File: src/hdl/stx_config.svh
`ifndef STX_CONFIG_SVH
`define STX_CONFIG_SVH

// ******************************
// APB address map
// ******************************

// Byte address width of the APB slave
`define STX_ADDR_WIDTH 12

// Word offsets, low two bits always zero
`define STX_REG_DATA 12'h000
`define STX_REG_DIV  12'h004
`define STX_REG_GAP  12'h008

// ******************************
// Transmit path sizing
// ******************************

`define STX_FIFO_DEPTH 8

// Register values after reset
`define STX_DIV_RESET 11'd3
`define STX_GAP_RESET 11'd0

`endif

File: src/hdl/stx_pkg.sv
`default_nettype none

package stx_pkg;

	// ******************************
	// Payload and timing types
	// ******************************

	// One transmitted character
	typedef logic [7:0] tx_byte_t;

	// Bit-time divisor and gap length share this width
	typedef logic [10:0] bit_time_t;

	// FIFO occupancy, wide enough to hold the full depth
	typedef logic [3:0] fifo_count_t;

	// ******************************
	// Frame sequencing
	// ******************************

	typedef enum logic [2:0]
	{
		IDLE,
		START,
		DATA,
		STOP,
		GAP
	} tx_state_t;

endpackage

`default_nettype wire

File: src/hdl/stx_ctrl_if.sv
`default_nettype none
`timescale 1ns/1ps

interface stx_ctrl_if
	import stx_pkg::*;
();

	// Register block to core
	logic push;
	tx_byte_t push_data;
	logic status_rd;
	bit_time_t divisor;
	bit_time_t gap;

	// Core to register block
	fifo_count_t fifo_count;
	logic fifo_full;
	logic overflow;
	logic busy;

	modport regs
	(
		output push, push_data, status_rd, divisor, gap,
		input fifo_count, fifo_full, overflow, busy
	);

	// Shared by the FIFO and the frame FSM
	modport core
	(
		input push, push_data, status_rd, divisor, gap,
		output fifo_count, fifo_full, overflow, busy
	);

endinterface

`default_nettype wire

File: src/hdl/stx_apb_regs.sv
`default_nettype none
`timescale 1ns/1ps

`include "stx_config.svh"

module stx_apb_regs
	import stx_pkg::*;
(
	input logic rvx_port_16,
	input logic rvx_port_04,

	input logic psel,
	input logic penable,
	input logic pwrite,
	input logic [`STX_ADDR_WIDTH-1:0] paddr,
	input logic [31:0] pwdata,
	output logic [31:0] prdata,
	output logic pready,
	output logic pslverr,

	stx_ctrl_if.regs ctrl
);

	logic [`STX_ADDR_WIDTH-1:0] word_off;
	logic aligned;
	logic wr_access;
	logic rd_access;

	// Per-register strobes
	logic data_wr;
	logic data_rd;
	logic div_wr;
	logic gap_wr;

	bit_time_t divisor_q;
	bit_time_t gap_q;
	tx_byte_t status;

	// ******************************
	// Access decode
	// ******************************

	assign word_off = {paddr[`STX_ADDR_WIDTH-1:2], 2'b00};
	assign aligned = (paddr[1:0] == 2'b00);
	assign wr_access = psel && penable && aligned && pwrite;
	assign rd_access = psel && penable && aligned && !pwrite;

	// Count, overflow, spare, full, busy
	assign status = {ctrl.fifo_count, ctrl.overflow, 1'b0, ctrl.fifo_full, ctrl.busy};

	// Never stalls
	assign pready = 1'b1;

	always_comb
	begin
		data_wr = 1'b0;
		data_rd = 1'b0;
		div_wr = 1'b0;
		gap_wr = 1'b0;
		prdata = '0;
		pslverr = 1'b0;
		if (psel)
		begin
			case (word_off)
				`STX_REG_DATA:
				begin
					data_wr = wr_access;
					data_rd = rd_access;
					prdata = 32'(status);
				end
				`STX_REG_DIV:
				begin
					div_wr = wr_access;
					prdata = 32'(divisor_q);
				end
				`STX_REG_GAP:
				begin
					gap_wr = wr_access;
					prdata = 32'(gap_q);
				end
				default:
					pslverr = aligned;
			endcase
		end
	end

	// ******************************
	// Configuration registers
	// ******************************

	always_ff @(posedge rvx_port_16, negedge rvx_port_04)
	begin
		if (!rvx_port_04)
		begin
			divisor_q <= `STX_DIV_RESET;
			gap_q <= `STX_GAP_RESET;
		end
		else
		begin
			if (div_wr)
				divisor_q <= pwdata[10:0];
			if (gap_wr)
				gap_q <= pwdata[10:0];
		end
	end

	assign ctrl.divisor = divisor_q;
	assign ctrl.gap = gap_q;

	// Writes to DATA feed the FIFO, reads of DATA clear overflow
	assign ctrl.push = data_wr;
	assign ctrl.push_data = pwdata[7:0];
	assign ctrl.status_rd = data_rd;

	// APB access phase only with the slave selected
	a_enable_sel: assert property (@(posedge rvx_port_16) disable iff (!rvx_port_04)
		penable |-> psel)
		else $error("penable high without psel");

endmodule

`default_nettype wire

File: src/hdl/stx_byte_fifo.sv
`default_nettype none
`timescale 1ns/1ps

`include "stx_config.svh"

module stx_byte_fifo
	import stx_pkg::*;
(
	input logic rvx_port_16,
	input logic rvx_port_04,

	stx_ctrl_if.core ctrl,

	input logic pop,
	output tx_byte_t head,
	output logic empty
);

	localparam int DEPTH = `STX_FIFO_DEPTH;
	localparam int PTR_W = $clog2(DEPTH);

	tx_byte_t mem [DEPTH];
	logic [PTR_W-1:0] wr_ptr;
	logic [PTR_W-1:0] rd_ptr;
	fifo_count_t count;
	logic full;
	logic wr_en;
	logic overflow_q;

	assign full = (count == fifo_count_t'(DEPTH));
	assign empty = (count == '0);

	// A pop in the same cycle frees a slot, so a push at full still lands
	assign wr_en = ctrl.push && (!full || pop);

	assign head = mem[rd_ptr];

	always_ff @(posedge rvx_port_16)
	begin
		if (wr_en)
			mem[wr_ptr] <= ctrl.push_data;
	end

	// ******************************
	// Pointers and occupancy
	// ******************************

	always_ff @(posedge rvx_port_16, negedge rvx_port_04)
	begin
		if (!rvx_port_04)
		begin
			wr_ptr <= '0;
			rd_ptr <= '0;
			count <= '0;
			overflow_q <= 1'b0;
		end
		else
		begin
			if (wr_en)
				wr_ptr <= (wr_ptr == PTR_W'(DEPTH - 1)) ? '0 : wr_ptr + 1'b1;
			if (pop)
				rd_ptr <= (rd_ptr == PTR_W'(DEPTH - 1)) ? '0 : rd_ptr + 1'b1;
			case ({wr_en, pop})
				2'b10: count <= count + 1'b1;
				2'b01: count <= count - 1'b1;
				default: ;
			endcase
			// Dropped byte wins over a clear
			if (ctrl.push && !wr_en)
				overflow_q <= 1'b1;
			else if (ctrl.status_rd)
				overflow_q <= 1'b0;
		end
	end

	assign ctrl.fifo_count = count;
	assign ctrl.fifo_full = full;
	assign ctrl.overflow = overflow_q;

	a_no_pop_empty: assert property (@(posedge rvx_port_16) disable iff (!rvx_port_04)
		pop |-> !empty)
		else $error("pop from empty FIFO");

endmodule

`default_nettype wire

File: src/hdl/stx_bit_timer.sv
`default_nettype none
`timescale 1ns/1ps

module stx_bit_timer
	import stx_pkg::*;
(
	input logic rvx_port_16,
	input logic rvx_port_04,

	input logic load,
	input logic run,
	input bit_time_t period,
	output logic bit_done
);

	bit_time_t count;

	// Last cycle of the current bit-time
	assign bit_done = run && (count == '0);

	always_ff @(posedge rvx_port_16, negedge rvx_port_04)
	begin
		if (!rvx_port_04)
			count <= '0;
		else if (load)
			count <= period;
		else if (run)
		begin
			// Period+1 cycles per bit, zero included
			if (count == '0)
				count <= period;
			else
				count <= count - 1'b1;
		end
	end

endmodule

`default_nettype wire

File: src/hdl/stx_frame_fsm.sv
`default_nettype none
`timescale 1ns/1ps

module stx_frame_fsm
	import stx_pkg::*;
(
	input logic rvx_port_16,
	input logic rvx_port_04,

	stx_ctrl_if.core ctrl,

	input logic empty,
	output logic pop,

	output logic load,
	output logic run,
	output bit_time_t period,
	input logic bit_done,

	output logic load_frame,
	output logic shift
);

	tx_state_t state;
	tx_state_t state_nxt;
	bit_time_t div_q;
	bit_time_t gap_q;
	bit_time_t gap_cnt;
	logic [2:0] bit_cnt;
	logic last_bit;

	// End of stop bit, or of the final gap bit-time
	assign last_bit = bit_done &&
		(((state == STOP) && (gap_q == '0)) || ((state == GAP) && (gap_cnt == 11'd1)));

	// Chaining on last_bit keeps frames back to back
	assign pop = !empty && ((state == IDLE) || last_bit);

	assign load = pop;
	assign load_frame = pop;
	assign run = (state != IDLE);
	assign period = pop ? ctrl.divisor : div_q;
	assign shift = bit_done && ((state == START) || (state == DATA) || (state == STOP));

	assign ctrl.busy = (state != IDLE);

	// ******************************
	// Next state
	// ******************************

	always_comb
	begin
		state_nxt = state;
		case (state)
			IDLE:
				if (pop)
					state_nxt = START;
			START:
				if (bit_done)
					state_nxt = DATA;
			DATA:
				if (bit_done && (bit_cnt == 3'd7))
					state_nxt = STOP;
			STOP:
				if (bit_done)
				begin
					if (gap_q != '0)
						state_nxt = GAP;
					else
						state_nxt = pop ? START : IDLE;
				end
			GAP:
				if (last_bit)
					state_nxt = pop ? START : IDLE;
			default:
				state_nxt = IDLE;
		endcase
	end

	always_ff @(posedge rvx_port_16, negedge rvx_port_04)
	begin
		if (!rvx_port_04)
		begin
			state <= IDLE;
			div_q <= '0;
			gap_q <= '0;
			gap_cnt <= '0;
			bit_cnt <= '0;
		end
		else
		begin
			state <= state_nxt;
			// Settings frozen for the whole frame
			if (pop)
			begin
				div_q <= ctrl.divisor;
				gap_q <= ctrl.gap;
			end
			if (bit_done)
			begin
				case (state)
					START: bit_cnt <= '0;
					DATA: bit_cnt <= bit_cnt + 3'd1;
					STOP: gap_cnt <= gap_q;
					GAP: gap_cnt <= gap_cnt - 1'b1;
					default: ;
				endcase
			end
		end
	end

	a_done_active: assert property (@(posedge rvx_port_16) disable iff (!rvx_port_04)
		bit_done |-> (state != IDLE))
		else $error("bit timer expired while idle");

endmodule

`default_nettype wire

File: src/hdl/stx_shifter.sv
`default_nettype none
`timescale 1ns/1ps

module stx_shifter
	import stx_pkg::*;
(
	input logic rvx_port_16,
	input logic rvx_port_04,

	input logic load_frame,
	input tx_byte_t data,
	input logic shift,
	output logic txd
);

	localparam int FRAME_W = 10;

	// Stop bit, data LSB first, start bit at the bottom
	logic [FRAME_W-1:0] frame;

	always_ff @(posedge rvx_port_16, negedge rvx_port_04)
	begin
		if (!rvx_port_04)
			frame <= '1;
		else if (load_frame)
			frame <= {1'b1, data, 1'b0};
		else if (shift)
			frame <= {1'b1, frame[FRAME_W-1:1]};
	end

	// Ones shifted in keep the line at mark after the stop bit
	assign txd = frame[0];

endmodule

`default_nettype wire

File: src/hdl/serial_tx.sv
`default_nettype none
`timescale 1ns/1ps

`include "stx_config.svh"

module serial_tx
	import stx_pkg::*;
(
	input logic rvx_port_16,
	input logic rvx_port_04,

	input logic psel,
	input logic penable,
	input logic pwrite,
	input logic [`STX_ADDR_WIDTH-1:0] paddr,
	input logic [31:0] pwdata,
	output logic [31:0] prdata,
	output logic pready,
	output logic pslverr,

	output logic txd
);

	logic fifo_pop;
	logic fifo_empty;
	tx_byte_t fifo_head;
	logic tmr_load;
	logic tmr_run;
	bit_time_t tmr_period;
	logic bit_done;
	logic load_frame;
	logic shift;

	stx_ctrl_if ctrl ();

	// ******************************
	// Register block
	// ******************************

	stx_apb_regs u_regs
	(
		.rvx_port_16(rvx_port_16), .rvx_port_04(rvx_port_04),
		.psel(psel), .penable(penable), .pwrite(pwrite),
		.paddr(paddr), .pwdata(pwdata),
		.prdata(prdata), .pready(pready), .pslverr(pslverr),
		.ctrl(ctrl)
	);

	// ******************************
	// Transmit core
	// ******************************

	stx_byte_fifo u_fifo
	(
		.rvx_port_16(rvx_port_16), .rvx_port_04(rvx_port_04),
		.ctrl(ctrl),
		.pop(fifo_pop), .head(fifo_head), .empty(fifo_empty)
	);

	stx_frame_fsm u_fsm
	(
		.rvx_port_16(rvx_port_16), .rvx_port_04(rvx_port_04),
		.ctrl(ctrl),
		.empty(fifo_empty), .pop(fifo_pop),
		.load(tmr_load), .run(tmr_run), .period(tmr_period), .bit_done(bit_done),
		.load_frame(load_frame), .shift(shift)
	);

	stx_bit_timer u_timer
	(
		.rvx_port_16(rvx_port_16), .rvx_port_04(rvx_port_04),
		.load(tmr_load), .run(tmr_run), .period(tmr_period), .bit_done(bit_done)
	);

	stx_shifter u_shifter
	(
		.rvx_port_16(rvx_port_16), .rvx_port_04(rvx_port_04),
		.load_frame(load_frame), .data(fifo_head), .shift(shift), .txd(txd)
	);

endmodule

`default_nettype wire

File: config.mk
export PLATFORM = sky130hd
export DESIGN_NAME = serial_tx
export DESIGN_NICKNAME = d
export VERILOG_FILES = /design/src/hdl/stx_pkg.sv /design/src/hdl/stx_ctrl_if.sv /design/src/hdl/stx_apb_regs.sv /design/src/hdl/stx_byte_fifo.sv /design/src/hdl/stx_bit_timer.sv /design/src/hdl/stx_frame_fsm.sv /design/src/hdl/stx_shifter.sv /design/src/hdl/serial_tx.sv
export VERILOG_INCLUDE_DIRS = /design/src /design/src/hdl
export SDC_FILE = /design/constraint.sdc
export NUM_CORES = 1
export LEC_CHECK = 0
export ABC_AREA = 1
export BUFFER_PORTS_ARGS = -buffer_cell sky130_fd_sc_hd__buf_2
export CORE_MARGIN = 4
export CORE_UTILIZATION = 30
export DETAILED_ROUTE_END_ITERATION = 12
export HOLD_SLACK_MARGIN = 0.12
export PLACE_DENSITY = 0.45
export SLEW_MARGIN = 20
export SYNTH_ARGS = -nofsm -noshare
export SYNTH_HDL_FRONTEND = slang
export SYNTH_SLANG_ARGS = --single-unit
File: constraint.sdc
create_clock -name rvx_port_16 -period 2.45 [get_ports rvx_port_16]
set_input_delay 0.49 -clock rvx_port_16 [delete_from_list [all_inputs] [get_ports rvx_port_16]]
set_output_delay 0.49 -clock rvx_port_16 [all_outputs]
set_load 0.02 [all_outputs]
==> results.json, run 1 <==
{
  "initial_core_util_pct": 30.5,
  "synth-edff-count": 64,
  "grt_max_degree": 38,
  "nets": 963,
  "hold_viol": 0,
  "critPathLaunchType": "flip-flop",
  "fin_ws_ns": 0.138,
  "grt_pass1_vias": 5598,
  "fillerInstances": 2584,
  "core_area_um2": 25200,
  "clock_skew_ns": 0.0209,
  "io_buffers": 40,
  "drtIter0Drc": 345,
  "grtUsageTotal_pct": 13.7,
  "synth.top_cells.by_count": "nand2_1, o21ai_0, inv_1, dfrtp_1, nor2_1",
  "critPathArrivalTime_ns": 1.82,
  "ir_worst_vdd_v": 0.000374,
  "die_h_um": 168,
  "num_rows": 58,
  "final_cells": 1246,
  "dp_hpwl_mm": 13.4,
  "viasPerCell": 4.59,
  "antenna_cells": 0,
  "h-tree-depth": 4,
  "syn_area_per_cell_um2": 9.30,
  "wirelength_mm": 18.8,
  "setup_viol": 0,
  "yosys_warnings": 0,
  "antenna_left": 0,
  "clk_path_buf_depth": 2,
  "place.gp.congestion": 0.767,
  "placedCellCount": 1208,
  "syn_to_final_growth_pct": 18.6,
  "hold_class": "in -> reg",
  "critPathRequiredTime_ns": 1.96,
  "tritoncts.num_buffers": 17,
  "cts.sinks": 156,
  "drc_errors": 0,
  "ys_types": 48,
  "synth.area.top_cells": "dfrtp_1, edfxtp_1, nand2_1, o21ai_0, inv_1",
  "fin_area_um2": 9090,
  "place_ws_ns": 0.0402,
  "highest_layer": "met4",
  "synth_most_common_cell": "nand2_1",
  "ys.flop_type": "dfrtp_1",
  "cts_tree": "yes",
  "ios": 84,
  "cpPeakStageDelay_ns": 0.38,
  "drive_gt1_share_pct": 19.0,
  "wl_met1_mm": 9.34,
  "dpl-instance-area_um2": 8390,
  "met2WireLength_mm": 8.83,
  "met3WireLength_um": 504,
  "via_count": 5724,
  "cp_cell_sequence": "inv_1, nand2_2, nor2_4, o22ai_1, a21oi_1, nor2_1, buf_2",
  "slew_headroom_pct": 58.0,
  "tightest_slew_ns": 0.629,
  "report.final.slew_viol_count": 0,
  "firstDrtPassIters": 5,
  "yosys.area.top_type_share_pct": 26.4,
  "grt_overflow": 0,
  "die_width_um": 168,
  "antenna_found_initial": 0,
  "async_reset_ff_share_pct": 59.0,
  "post-route-util_pct": 36.1,
  "leakagePower_nw": 3.98,
  "fin_crit_ns": 2.31,
  "grt_pass1_wl_mm": 30.7,
  "powerDensity_nw_per_um2": 746,
  "cts_root_buffer": "clkbuf_16",
  "max_freq_mhz": 433,
  "die_area_um2": 28200,
  "finalCritPeriodShare_pct": 94.4,
  "worstSetupPathType": "reg -> out",
  "ys_seq_area_share_pct": 55.3,
  "synth_area_um2": 7670,
  "maxCapViolations": 0,
  "synthCells": 825,
  "fin_setup_tns_ns": 0,
  "rsz0062_at_grt": "true",
  "slowest_stage": "dfrtp_1",
  "synth_top_cell_by_area": "dfrtp_1",
  "synth_seq_cells": 156,
  "end_kind": "output port",
  "crit_fanout": 4,
  "status": "complete, no violations",
  "path_clk_slew_ns": 0.08,
  "clock_latency_ns": 0.43,
  "wl_per_cell_um": 15.1
}
[path summary, 6_finish.rpt]
path	from	end	slack [ns]	cells past startpoint
min in group asynchronous	rvx_port_04	u_timer.count[2]	0.53	2
max reg2reg	u_timer.count[0]	u_fifo.mem[1][4]	0.16	13
min	pwdata[9]	u_regs.ctrl.divisor[9]	0.33	3
max in group asynchronous	rvx_port_04	u_regs.ctrl.divisor[1]	1.30	3
max	u_fsm.state[1]	prdata[0]	0.14	7
min reg2reg	u_shifter.frame[8]	u_shifter.frame[8]	0.48	2
[critical path: cells and delay by family (launching register included)]
family                 cells  cell delay, ns
AO/OA/AOI/OAI              2            0.28
buffers and inverters      2            0.29
flip-flops                 1            0.38
AND/OR/NAND/NOR            3            0.47
[repair_timing]
item | 4_1_cts | 5_1_grt
hold buffers | 1 | 0
setup buffers | 0 | 4
endpoints found under the hold margin | 15 | 0
endpoints found under the setup margin | 0 | 78
gates resized for setup | 0 | 11
[cell families after synthesis]
logic type | share of synthesized area, %
simple gates | 18.6
flops | 55.3
compound gates | 13.0
fa+ha+maj | 1.79
xor+xnor | 1.26
mux | 1.44
other cells | 0.0979
buf+inv | 8.60
[registers in the layout (all words and copies together) (netlist names)]
name / cells
u_fifo.mem: 64
u_fsm.div_q: 11
u_fsm.gap_cnt: 11
u_fsm.gap_q: 11
u_regs.ctrl.divisor: 11
u_regs.ctrl.gap: 11
u_timer.count: 11
u_shifter.frame: 9
u_fifo.ctrl.fifo_count: 4
u_fifo.rd_ptr: 3
u_fifo.wr_ptr: 3
u_fsm.bit_cnt: 3
u_fsm.state: 3
u_fifo.ctrl.overflow: 1
[stage by stage]
| stage | power [W] | hold WS (ns) |
|---|---|---|
| 2_1_floorplan | 0.00381 | 0.194 |
| 3_3_place_gp | 0.00405 | 0.458 |
| 3_5_place_dp | 0.00406 | 0.453 |
| 4_1_cts | 0.00686 | 0.310 |
| 5_1_grt | 0.00717 | 0.339 |
| 6_report | 0.00679 | 0.333 |
[routing by layer]
metal	up-vias	GRT usage, %
met4	0	3.28
met3	11	2.32
li1	2908	-
met1	2728	19.4
met5	-	0
met2	77	22.2
[power by group]
part	switching (W)	internal (W)	total, W
combinational	0.000526	0.000377	0.000904
sequential	0.000151	0.00296	0.00311
clock	0.00136	0.00141	0.00277
[cells in the final DEF (no fill, tap or decap), types with 3 or more instances in the layout]
| cell type | netlist | layout |
|---|---|---|
| a21oi_1 | 20 | 20 |
| a22oi_1 | 3 | 3 |
| a31oi_1 | 14 | 14 |
| buf_2 | 3 | 39 |
| buf_4 | 24 | 46 |
| clkbuf_16 | 0 | 17 |
| clkinv_8 | 0 | 6 |
| conb_1 | 2 | 22 |
| dfrtp_1 | 81 | 81 |
| dfstp_2 | 11 | 11 |
| edfxtp_1 | 64 | 64 |
| ha_1 | 11 | 10 |
| inv_1 | 86 | 83 |
| inv_12 | 0 | 3 |
| inv_2 | 3 | 5 |
| inv_6 | 0 | 3 |
| mux2i_1 | 11 | 11 |
| nand2_1 | 156 | 153 |
| nand2_2 | 15 | 18 |
| nand3_1 | 27 | 27 |
| nand4_1 | 14 | 14 |
| nor2_1 | 74 | 71 |
| nor2_2 | 3 | 6 |
| nor3_1 | 17 | 16 |
| o21ai_0 | 90 | 90 |
| o21ai_1 | 14 | 14 |
| o221ai_1 | 12 | 12 |
| o22ai_1 | 15 | 15 |
| xnor2_1 | 3 | 3 |
| xor2_1 | 8 | 8 |
[cell type report]
| class | instances | area (um2) | share of cell area, % |
|---|---|---|---|
| Clock inverter | 15 | 204 | 2.24 |
| Tap cell | 330 | 413 | 4.54 |
| Inverter | 91 | 350 | 3.85 |
| Clock buffer | 17 | 425 | 4.68 |
| Multi-Input combinational cell | 548 | 2870 | 31.5 |
| Timing Repair inverter | 1 | 5.00 | 0.0550 |
| Timing Repair Buffer | 88 | 591 | 6.49 |
| Sequential cell | 156 | 4240 | 46.6 |
Note: power is estimated with default switching activity, not from simulation.
==> run 2, diff against run 1 <==
--- a/config.mk
+++ b/config.mk
@@ -8,7 +8,7 @@
 export LEC_CHECK = 0
 export ABC_AREA = 1
 export BUFFER_PORTS_ARGS = -buffer_cell sky130_fd_sc_hd__buf_2
-export CORE_MARGIN = 4
+export CORE_MARGIN = 2
 export CORE_UTILIZATION = 30
 export DETAILED_ROUTE_END_ITERATION = 12
 export HOLD_SLACK_MARGIN = 0.12
==> results.json, run 2 (synthesis gave the netlist of run 1 again) <==
{
  "p_comb_share_pct": 13.5,
  "swShare_pct": 30.1,
  "worstSetupEndpoint": "u_fifo.mem[1][0]",
  "slew_headroom_pct": 50.1,
  "antenna_cells": 0,
  "fin_ws_ns": 0.129,
  "h-tree-depth": 4,
  "initial_core_util_pct": 30.5,
  "crit_fanout": 8,
  "via_count": 5797,
  "finalCritPeriodShare_pct": 94.7,
  "dpl-instance-area_um2": 8400,
  "critPathBufInv": 3,
  "grt_overflow": 0,
  "post-route-util_pct": 36.2,
  "p_total_w": 0.00678,
  "switchingPower_w": 0.00204,
  "core_area_um2": 25100,
  "grt_pass1_vias": 5563,
  "leakagePower_nw": 3.98,
  "drtIter0Drc": 387,
  "setup_viol": 0,
  "critPathLaunchType": "flip-flop",
  "cp.depth": 13,
  "r2r_slack_ns": 0.13,
  "worstSetupPathType": "reg -> reg",
  "cts.sinks": 156,
  "r2r_cells": 13,
  "ios": 84,
  "place.gp.congestion": 0.765,
  "io_buffers": 40,
  "max_freq_mhz": 431,
  "grt_max_degree": 38,
  "nets": 965,
  "final_cells": 1248,
  "fin_area_um2": 9090,
  "clk_path_buf_depth": 2,
  "dp_hpwl_mm": 13.5,
  "fillerInstances": 2602,
  "place_ws_ns": 0.0744,
  "reg2reg_from": "u_fsm.gap_cnt[1]",
  "syn_to_final_growth_pct": 18.5,
  "slowest_stage": "dfrtp_1",
  "powerDensity_nw_per_um2": 746,
  "maxCapViolations": 0,
  "firstDrtPassIters": 5,
  "startpoint": "u_fsm.gap_cnt[1]",
  "antenna_left": 0,
  "ir_worst_vdd_v": 0.000433,
  "drive_gt1_share_pct": 19.1,
  "rsz0062_at_grt": "true",
  "grt_pass1_wl_mm": 30.6,
  "critPathArrivalTime_ns": 2.44,
  "internal_power_w": 0.00474,
  "largest_reg_flops": 64,
  "r2r_end": "u_fifo.mem[1][0]",
  "status": "complete, no violations",
  "wirelength_mm": 18.9,
  "die_h_um": 164,
  "cpPeakStageDelay_ns": 0.41,
  "cp_cell_sequence": "inv_1, ha_1, nand2_1, nor2_2, nand3_1, nand2_2, nand2_4, nand4_1, nand2_2, nor2_2, inv_1, nor3_1, buf_4",
  "regMostFlops": "u_fifo.mem",
  "pwr-share-clk_pct": 40.6,
  "viasPerCell": 4.65,
  "tightest_slew_ns": 0.748,
  "cts_root_buffer": "clkbuf_16",
  "num_rows": 58,
  "mostFrequentLayoutCell": "nand2_1",
  "fin_crit_ns": 2.32,
  "path_clk_slew_ns": 0.08,
  "cts_tree": "yes",
  "die_area_um2": 26900,
  "wl_per_cell_um": 15.2,
  "placedCellCount": 1211,
  "clock_latency_ns": 0.43,
  "critPathRequiredTime_ns": 2.57,
  "antenna_found_initial": 0,
  "hold_class": "in -> reg",
  "seqPwrFrac_pct": 45.9,
  "clock_skew_ns": 0.0211,
  "end_kind": "flip-flop",
  "report.final.slew_viol_count": 0,
  "layout_common_cells": "nand2_1, o21ai_0, inv_1",
  "hold_viol": 0,
  "tritoncts.num_buffers": 17,
  "cpLargestDelayFamily": "simple AND/OR/NAND/NOR gates",
  "die_width_um": 164,
  "grtUsageTotal_pct": 14.8,
  "drc_errors": 0
}
[run 2: how the worst min path moves through the flow]
| stage | to | slack, ns | depth (start not counted) | startpoint |
|---|---|---|---|---|
| after floorplan | u_fifo.ctrl.fifo_count[0] | 0.19 | 0 | rvx_port_04 |
| after global placement | u_fsm.div_q[4] | 0.46 | 2 | u_fsm.div_q[4] |
| after detailed placement | u_fsm.div_q[4] | 0.46 | 2 | u_fsm.div_q[4] |
| after CTS | u_regs.ctrl.gap[10] | 0.32 | 3 | pwdata[10] |
| after global routing | u_fifo.mem[5][6] | 0.34 | 1 | pwdata[6] |
| final | u_regs.ctrl.gap[10] | 0.34 | 3 | pwdata[10] |
[run 2: routing by layer]
| layer | vias to the layer above | global-route usage [%] | share of wire [%] |
|---|---|---|---|
| li1 | 2906 | - | - |
| met1 | 2793 | 21.5 | 51 |
| met2 | 86 | 22.9 | 46 |
| met3 | 12 | 2.40 | 2.6 |
| met4 | 0 | 3.87 | 0.88 |
| met5 | - | 0 | 0 |
[run 2: worst reg2reg max path, delay by kind of cell (launching register included)]
family        cells  cell delay (ns)
flops             1             0.41
fa+ha+maj         1             0.15
buf+inv           3             0.43
simple gates      9             1.02
[run 2: cell type report]
class / count / area [um2] / area share (%)
inverter: 91 / 350 / 3.85
multi-input combinational: 548 / 2870 / 31.5
sequential: 156 / 4240 / 46.6
timing repair buffer: 90 / 593 / 6.52
tap: 330 / 413 / 4.54
timing repair inverter: 1 / 5.00 / 0.0551
clock buffer: 17 / 425 / 4.68
clock inverter: 15 / 199 / 2.19
[run 2: timing repair]
action	CTS	global route
hold buffers	1	0
gates resized for setup	0	10
setup buffers	0	3
setup endpoints to repair	0	74
hold endpoints to repair	28	0
[run 2: metrics by stage]
stage	hold WS [ns]	TNS, ns
5_1_grt	0.343	-1.04
2_1_floorplan	0.194	-0.760
6_report	0.339	0
3_3_place_gp	0.456	0
4_1_cts	0.324	0
3_5_place_dp	0.458	0
[run 2: power by group through the flow]
stage / Sequential [W] / Clock [W] / Combinational, W
2_1_floorplan: 0.00314 / 0 / 0.000666
3_3_place_gp: 0.00316 / 0 / 0.000891
3_5_place_dp: 0.00316 / 0 / 0.000903
4_1_cts: 0.00311 / 0.00282 / 0.000910
5_1_grt: 0.00314 / 0.00295 / 0.00106
6_report: 0.00311 / 0.00276 / 0.000918
